<file path="config.mk">
export PLATFORM = sky130hd
export DESIGN_NAME = stream_top
export DESIGN_NICKNAME = d
export VERILOG_FILES = /design/src/common/stream_pkg.sv /design/src/logic/accum_unit.sv /design/src/logic/cmd_packer.sv /design/src/logic/stream_top.sv /design/src/stream_fifo/stream_fifo.sv
export SDC_FILE = /design/constraint.sdc
export NUM_CORES = 1
export LEC_CHECK = 0
export BUFFER_PORTS_ARGS = -buffer_cell sky130_fd_sc_hd__buf_2
export CELL_PAD_IN_SITES_DETAIL_PLACEMENT = 1
export CELL_PAD_IN_SITES_GLOBAL_PLACEMENT = 1
export CORE_UTILIZATION = 33
export CTS_CLUSTER_SIZE = 25
export DETAILED_ROUTE_END_ITERATION = 10
export PLACE_DENSITY_LB_ADDON = 0.1
export REMOVE_ABC_BUFFERS = 1
export SYNTH_ARGS = -nofsm -noshare
export SYNTH_HDL_FRONTEND = slang
export SYNTH_SLANG_ARGS = --single-unit
</file>
<file path="constraint.sdc">
create_clock -name ACLK -period 5.4 [get_ports ACLK]
set_input_delay 0.27 -clock ACLK [delete_from_list [all_inputs] [get_ports ACLK]]
set_output_delay 0.27 -clock ACLK [all_outputs]
set_load 0.01 [all_outputs]
</file>
<file path="src/common/stream_pkg.sv">
`default_nettype none

package stream_pkg;

    // operand and accumulator width.
    localparam int OPERAND_W = 16;
    // sequence tag width, wraps modulo 16.
    localparam int SEQ_W = 4;
    // raw word is opcode on top of operand.
    localparam int OPCODE_W = 2;
    localparam int RAW_W = OPCODE_W + OPERAND_W;
    // default buffer depth between packer and consumer.
    localparam int FIFO_DEPTH = 8;

    // every 2-bit value is a legal opcode.
    typedef enum logic [OPCODE_W-1:0] {
        OP_ADD  = 2'd0,
        OP_SUB  = 2'd1,
        OP_XOR  = 2'd2,
        OP_LOAD = 2'd3
    } opcode_e;

    // tagged command as it travels through the FIFO.
    typedef struct packed {
        opcode_e              opcode;
        logic [SEQ_W-1:0]     seq;
        logic [OPERAND_W-1:0] operand;
    } cmd_t;

    // result word, tag of the command plus new accumulator.
    typedef struct packed {
        logic [SEQ_W-1:0]     seq;
        logic [OPERAND_W-1:0] acc;
    } result_t;

    // consumer output register occupancy.
    typedef enum logic {ACC_EMPTY = 1'b0, ACC_FULL = 1'b1} acc_state_e;

endpackage

`default_nettype wire

</file>
<file path="src/logic/accum_unit.sv">
`default_nettype none
`timescale 1ns/1ps

module accum_unit (
    input  wire logic             ACLK,
    input  wire logic             ARESETn,
    input  wire stream_pkg::cmd_t cmd_i,
    input  wire logic             cmd_valid_i,
    output logic                  cmd_ready_o,
    output stream_pkg::result_t   result_o,
    output logic                  result_valid_o,
    input  wire logic             result_ready_i
);

    // whether a result waits in the output register.
    stream_pkg::acc_state_e           state_q;
    // running accumulator that resets to zero.
    logic [stream_pkg::OPERAND_W-1:0] acc_q;
    logic [stream_pkg::OPERAND_W-1:0] acc_next;
    stream_pkg::result_t              result_q;
    logic                             pop;

    // take a command only if the result slot frees up this cycle.
    assign cmd_ready_o    = (state_q == stream_pkg::ACC_EMPTY) || result_ready_i;
    assign pop            = cmd_valid_i && cmd_ready_o;
    assign result_o       = result_q;
    assign result_valid_o = (state_q == stream_pkg::ACC_FULL);

    // arithmetic wraps at the operand width.
    always_comb begin
        case (cmd_i.opcode)
            stream_pkg::OP_ADD:  acc_next = acc_q + cmd_i.operand;
            stream_pkg::OP_SUB:  acc_next = acc_q - cmd_i.operand;
            stream_pkg::OP_XOR:  acc_next = acc_q ^ cmd_i.operand;
            stream_pkg::OP_LOAD: acc_next = cmd_i.operand;
            default:             acc_next = acc_q;
        endcase
    end

    always_ff @(posedge ACLK or negedge ARESETn) begin
        if (!ARESETn) begin
            state_q <= stream_pkg::ACC_EMPTY;
            acc_q   <= '0;
        end else begin
            if (pop) begin
                state_q <= stream_pkg::ACC_FULL;
                acc_q   <= acc_next;
            end else if (result_ready_i) begin
                // result taken with nothing new to replace it.
                state_q <= stream_pkg::ACC_EMPTY;
            end
        end
    end

    // latch new value with the tag of the command that made it.
    always_ff @(posedge ACLK) begin
        if (pop) begin
            result_q.seq <= cmd_i.seq;
            result_q.acc <= acc_next;
        end
    end

    // a stalled result stays valid and unchanged.
    a_result_stable: assert property (
        @(posedge ACLK) disable iff (!ARESETn)
        (result_valid_o && !result_ready_i) |=> (result_valid_o && $stable(result_o))
    ) else $error("accum_unit: result changed while stalled");

endmodule

`default_nettype wire

</file>
<file path="src/logic/cmd_packer.sv">
`default_nettype none
`timescale 1ns/1ps

module cmd_packer (
    input  wire logic                            ACLK,
    input  wire logic                            ARESETn,
    input  wire logic [stream_pkg::RAW_W-1:0]    raw_i,
    input  wire logic                            raw_valid_i,
    output logic                                 raw_ready_o,
    output stream_pkg::cmd_t                     cmd_o,
    output logic                                 cmd_valid_o,
    input  wire logic                            cmd_ready_i
);

    // output register and its occupancy flag.
    stream_pkg::cmd_t             cmd_q;
    logic                         valid_q;
    // running tag, one step per accepted word.
    logic [stream_pkg::SEQ_W-1:0] seq_q;
    logic                         accept;

    // room when empty or when the held command leaves this cycle.
    assign raw_ready_o = !valid_q || cmd_ready_i;
    assign accept      = raw_valid_i && raw_ready_o;

    assign cmd_o       = cmd_q;
    assign cmd_valid_o = valid_q;

    always_ff @(posedge ACLK or negedge ARESETn) begin
        if (!ARESETn) begin
            valid_q <= 1'b0;
            seq_q   <= '0;
        end else begin
            if (accept) begin
                valid_q <= 1'b1;
                seq_q   <= seq_q + 1'b1;
            end else if (cmd_ready_i) begin
                // drained with nothing new behind it.
                valid_q <= 1'b0;
            end
        end
    end

    // split the raw word and stamp it with the current tag.
    always_ff @(posedge ACLK) begin
        if (accept) begin
            cmd_q.opcode  <= stream_pkg::opcode_e'(
                raw_i[stream_pkg::RAW_W-1 -: stream_pkg::OPCODE_W]);
            cmd_q.seq     <= seq_q;
            cmd_q.operand <= raw_i[stream_pkg::OPERAND_W-1:0];
        end
    end

    // a stalled command must hold both valid and payload.
    a_cmd_stable: assert property (
        @(posedge ACLK) disable iff (!ARESETn)
        (cmd_valid_o && !cmd_ready_i) |=> (cmd_valid_o && $stable(cmd_o))
    ) else $error("cmd_packer: command changed while stalled");

endmodule

`default_nettype wire

</file>
<file path="src/logic/stream_top.sv">
`default_nettype none
`timescale 1ns/1ps

module stream_top (
    input  wire logic                         ACLK,
    input  wire logic                         ARESETn,
    input  wire logic [stream_pkg::RAW_W-1:0] raw_i,
    input  wire logic                         raw_valid_i,
    output logic                              raw_ready_o,
    output stream_pkg::result_t               result_o,
    output logic                              result_valid_o,
    input  wire logic                         result_ready_i
);

    // packer to buffer link.
    stream_pkg::cmd_t pack_cmd;
    logic             pack_valid;
    logic             pack_ready;

    // buffer to consumer link.
    stream_pkg::cmd_t fifo_cmd;
    logic             fifo_valid;
    logic             fifo_ready;

    // decode and tag incoming words.
    cmd_packer u_packer (
        .ACLK        (ACLK),
        .ARESETn     (ARESETn),
        .raw_i       (raw_i),
        .raw_valid_i (raw_valid_i),
        .raw_ready_o (raw_ready_o),
        .cmd_o       (pack_cmd),
        .cmd_valid_o (pack_valid),
        .cmd_ready_i (pack_ready)
    );

    // queue tagged commands.
    stream_fifo #(
        .DEPTH (stream_pkg::FIFO_DEPTH)
    ) u_fifo (
        .ACLK    (ACLK),
        .ARESETn (ARESETn),
        .data_i  (pack_cmd),
        .valid_i (pack_valid),
        .ready_o (pack_ready),
        .data_o  (fifo_cmd),
        .valid_o (fifo_valid),
        .ready_i (fifo_ready)
    );

    // execute commands and present results.
    accum_unit u_accum (
        .ACLK           (ACLK),
        .ARESETn        (ARESETn),
        .cmd_i          (fifo_cmd),
        .cmd_valid_i    (fifo_valid),
        .cmd_ready_o    (fifo_ready),
        .result_o       (result_o),
        .result_valid_o (result_valid_o),
        .result_ready_i (result_ready_i)
    );

endmodule

`default_nettype wire

</file>
<file path="src/stream_fifo/stream_fifo.sv">
`default_nettype none
`timescale 1ns/1ps

module stream_fifo #(
    parameter int DEPTH = stream_pkg::FIFO_DEPTH
) (
    input  wire logic             ACLK,
    input  wire logic             ARESETn,

    input  wire stream_pkg::cmd_t data_i,
    input  wire logic             valid_i,
    output logic                  ready_o,

    output stream_pkg::cmd_t      data_o,
    output logic                  valid_o,
    input  wire logic             ready_i
);

    localparam int ADDR_W = $clog2(DEPTH);

    // storage that is written only on an accepted push.
    stream_pkg::cmd_t  fifo_mem [DEPTH];
    logic [ADDR_W-1:0] wr_ptr;
    logic [ADDR_W-1:0] rd_ptr;
    // one bit wider than the pointers so full is representable.
    logic [ADDR_W:0]   count;
    logic              push;
    logic              pop;

    assign push = valid_i && ready_o;
    assign pop  = valid_o && ready_i;

    // head of queue read straight from the read pointer.
    assign data_o  = fifo_mem[rd_ptr];
    assign valid_o = (count != '0);
    assign ready_o = (count < (ADDR_W+1)'(DEPTH));

    always_ff @(posedge ACLK or negedge ARESETn) begin
        if (!ARESETn) begin
            wr_ptr <= '0;
            rd_ptr <= '0;
            count  <= '0;
        end else begin
            if (push) begin
                wr_ptr <= (wr_ptr == ADDR_W'(DEPTH - 1)) ? '0 : wr_ptr + 1'b1;
            end
            if (pop) begin
                rd_ptr <= (rd_ptr == ADDR_W'(DEPTH - 1)) ? '0 : rd_ptr + 1'b1;
            end
            // simultaneous push and pop leave the count alone.
            if (push && !pop) begin
                count <= count + 1'b1;
            end else if (pop && !push) begin
                count <= count - 1'b1;
            end
        end
    end

    always_ff @(posedge ACLK) begin
        if (push) begin
            fifo_mem[wr_ptr] <= data_i;
        end
    end

    // occupancy never passes the depth.
    a_count_bound: assert property (
        @(posedge ACLK) disable iff (!ARESETn)
        count <= (ADDR_W+1)'(DEPTH)
    ) else $error("stream_fifo: count above DEPTH");

    // a pop reads a written slot, so the pointers only meet when full.
    a_no_empty_pop: assert property (
        @(posedge ACLK) disable iff (!ARESETn)
        pop |-> ((rd_ptr != wr_ptr) || (count == (ADDR_W+1)'(DEPTH)))
    ) else $error("stream_fifo: pop from empty buffer");

endmodule

`default_nettype wire

</file>
==> metrics.csv <==
metric,value,unit
outcome,"finished, final reports clean",
setup_viol,0,
htree_levels,1,
path_cells,mux4_1 > mux2i_2 > and3_2 > and3_1 > and3_1 > nand3_1 > nand2_1 > xnor2_1 > ha_1 > a21oi_1 > o21ai_0 > a22o_1 > a311o_1 > a211o_1 > a21oi_2 > mux2i_1 > xnor2_1,
syn_area,10800,sq um
dp_slack,284,ps
yosys_warnings,0,
slowest_delay,670,ps
grt_usage,15.6,%
viasPerCell,4.88,
min_period,4990,ps
clock_sinks,250,
grt_max_degree,42,
ys.flop_type,edfxtp_1,
syn2layout_area_growth,18.9,%
finalWirelength,25000,um
cp.depth,17,
die_w,183,um
gp_congestion,0.755,
max-clock-path-buffers,3,
rsz0062_at_grt,no,
clk_pin_slew,60,ps
detail-route-antenna-nets,0,
rows,66,
end_kind,flip-flop,
nets,791,
grt_remaining_overflow,0,
grt_pass1_vias,6508,
max_cap_violations,0,
ys_top_cells_by_area,"edfxtp_1, dfrtp_1, mux4_2",
synth-seq-cells,250,
vias,5890,
ys_async_sr_fraction,12.8,%
dr.pass1.iters,4,
critPathLaunchType,flip-flop,
reg2reg_depth,17,
maxSlewHeadroom,32.7,%
crit_arrival,5270,ps
synth_cells,652,
root_buffer,clkbuf_16,
max_freq,200,MHz
clock_skew,14.6,ps
ys_seq_area_share,67.7,%
dieArea,33600,sq um
antenna_found_initial,0,
synth_cell_types,59,
finalWorstSetupSlack,411,ps
grt_pass1_wl,39200,um
coreArea,32500,sq um
cp_top_family,compound AO/OA/AOI/OAI gates,
report.final.slew_viol_count,0,
ioPinCount,44,
slowest_stage,dfrtp_2,
drt_iter0_drc,249,
cts_buffers,30,
crit_required,5680,ps
crit_fanout,15,
critical_path_buf_inv_count,0,
start_util,33.4,%
drcViolationCount,0,
wl_per_cell,20.7,um
avgSynthCellArea,16.6,sq um
fin_cells,1208,
synth-edff-count,218,
yosysTopAreaCellShare,60.4,%
hold_violations,0,
critical_path_class,flip-flop to flip-flop,
cts_tree,built,
drive_gt1_share,24.2,%
clk_latency,570,ps
antenna_cells,0,
hold_path.class,primary input to async pin,
port_buffers,43,
dp.cells,1132,
finalCritPeriodShare,92.4,%
die_height,183,um
hpwl,15300,um
synth_top_area_cell,edfxtp_1,
postCtsSetupBuffers,0,
tightestPinTransition,1010,ps
## metal layers
layer | vias up | part of all wire, % | global-route usage [%] | routed length, um
li1 | 2713 | - | - | -
met1 | 3041 | 44 | 20.6 | 11100
met2 | 102 | 50 | 27.0 | 12400
met3 | 34 | 3.8 | 2.32 | 957
met4 | 0 | 2.2 | 3.80 | 559
met5 | - | 0 | 0 | 0
## area by class of cell
| type | count | area (sq um) |
|---|---|---|
| Fill cell | 3235 | 19600 |
| Sequential cell | 250 | 7350 |
| Multi-Input combinational cell | 369 | 3370 |
| Clock buffer | 40 | 838 |
| Timing Repair Buffer | 80 | 558 |
| Tap cell | 442 | 553 |
| Clock inverter | 15 | 179 |
| Inverter | 12 | 45.0 |
## worst reg2reg max path: stages, from the launching register on
cell     delay [ps]
dfrtp_2         670
mux4_1          640
mux2i_2         300
and3_2          270
and3_1          170
and3_1          180
nand3_1         140
nand2_1         130
xnor2_1         120
ha_1            290
a21oi_1         150
o21ai_0         170
a22o_1          240
a311o_1         340
a211o_1         300
a21oi_2         230
mux2i_1         260
xnor2_1          90
## cell usage in the layout (no fill, tap or decap), drive strengths merged, types with 3 or more instances in the layout
cell type / n
a211o: 4
a21o: 8
a21oi: 22
a22oi: 3
a41oi: 3
and2: 3
and3: 5
buf: 59
bufinv: 3
clkbuf: 40
clkinv: 9
dfrtp: 32
dlygate4sd3: 21
edfxtp: 218
ha: 24
inv: 13
mux2: 15
mux2i: 41
mux4: 35
nand2: 59
nand2b: 7
nand3: 6
nor2: 20
nor2b: 3
nor3: 12
nor4: 4
o211ai: 3
o21a: 4
o21ai: 21
or3: 6
xnor2: 21
xor2: 21
## cell usage after synthesis, types with 7 or more instances
cell type / count
a21o_1: 8
a21oi_1: 21
clkbuf_1: 7
dfrtp_1: 32
edfxtp_1: 218
ha_1: 24
inv_1: 10
mux2_2: 15
mux2i_1: 33
mux4_2: 33
nand2_1: 59
nand2b_1: 7
nor2_1: 20
nor3_1: 12
o21ai_0: 10
o21ai_1: 8
xnor2_1: 21
xor2_1: 21
## state kept, by name, summed over array words and instances (netlist names), 3 cells and up
| register | count |
|---|---|
| u_fifo.fifo_mem | 176 |
| u_packer.cmd_o | 22 |
| u_accum.result_o | 20 |
| u_accum.acc_q | 16 |
| u_fifo.count | 4 |
| u_packer.seq_q | 4 |
| u_fifo.rd_ptr | 3 |
| u_fifo.wr_ptr | 3 |
## metrics by stage
stage	utilization [%]	setup TNS, ps	area (sq um)	hold WS, ps
after floorplan	-	-868	10700	-25.6
after global placement	35.9	0	11700	447
after detailed placement	35.9	0	11700	449
after CTS	39.7	0	12900	374
after global routing	39.7	0	12900	387
final	39.7	0	12900	404
## final timing paths
path                                                   to                          start  slack (ps)
max reg2reg                u_accum.result_o[15]$_DFFE_PP_   u_fifo.rd_ptr[0]$_DFFE_PN0P_         410
min in group ACLK            u_packer.cmd_o[15]$_DFFE_PP_                      raw_i[15]         410
max in group asynchronous    u_fifo.rd_ptr[2]$_DFFE_PN0P_                        ARESETn        4360
min reg2reg                  u_packer.cmd_o[19]$_DFFE_PP_  u_packer.seq_q[3]$_DFFE_PN0P_         480
min                          u_accum.acc_q[1]$_DFFE_PN0P_                        ARESETn         400
max                        u_accum.result_o[15]$_DFFE_PP_   u_fifo.rd_ptr[0]$_DFFE_PN0P_         410
## cell families (layout without fill, tap and decap cells)
kind of cell | after synthesis | after routing | synth area share [%]
buf+inv | 33 | 147 | 1.64
flops | 250 | 250 | 67.7
simple gates | 131 | 131 | 5.62
compound gates | 79 | 79 | 5.12
fa+ha+maj | 26 | 26 | 3.14
mux | 91 | 91 | 13.4
xor+xnor | 42 | 42 | 3.39
## what timing repair did
item / CTS / global route
resized for setup: 0 / 1
endpoints found under the setup margin: 0 / 1
hold buffers: 21 / 0
endpoints found under the hold margin: 52 / 0
Power is left out: the tool's default activity adds up to more than one toggle a clock period on the data nets, which glitch-free logic cannot reach.
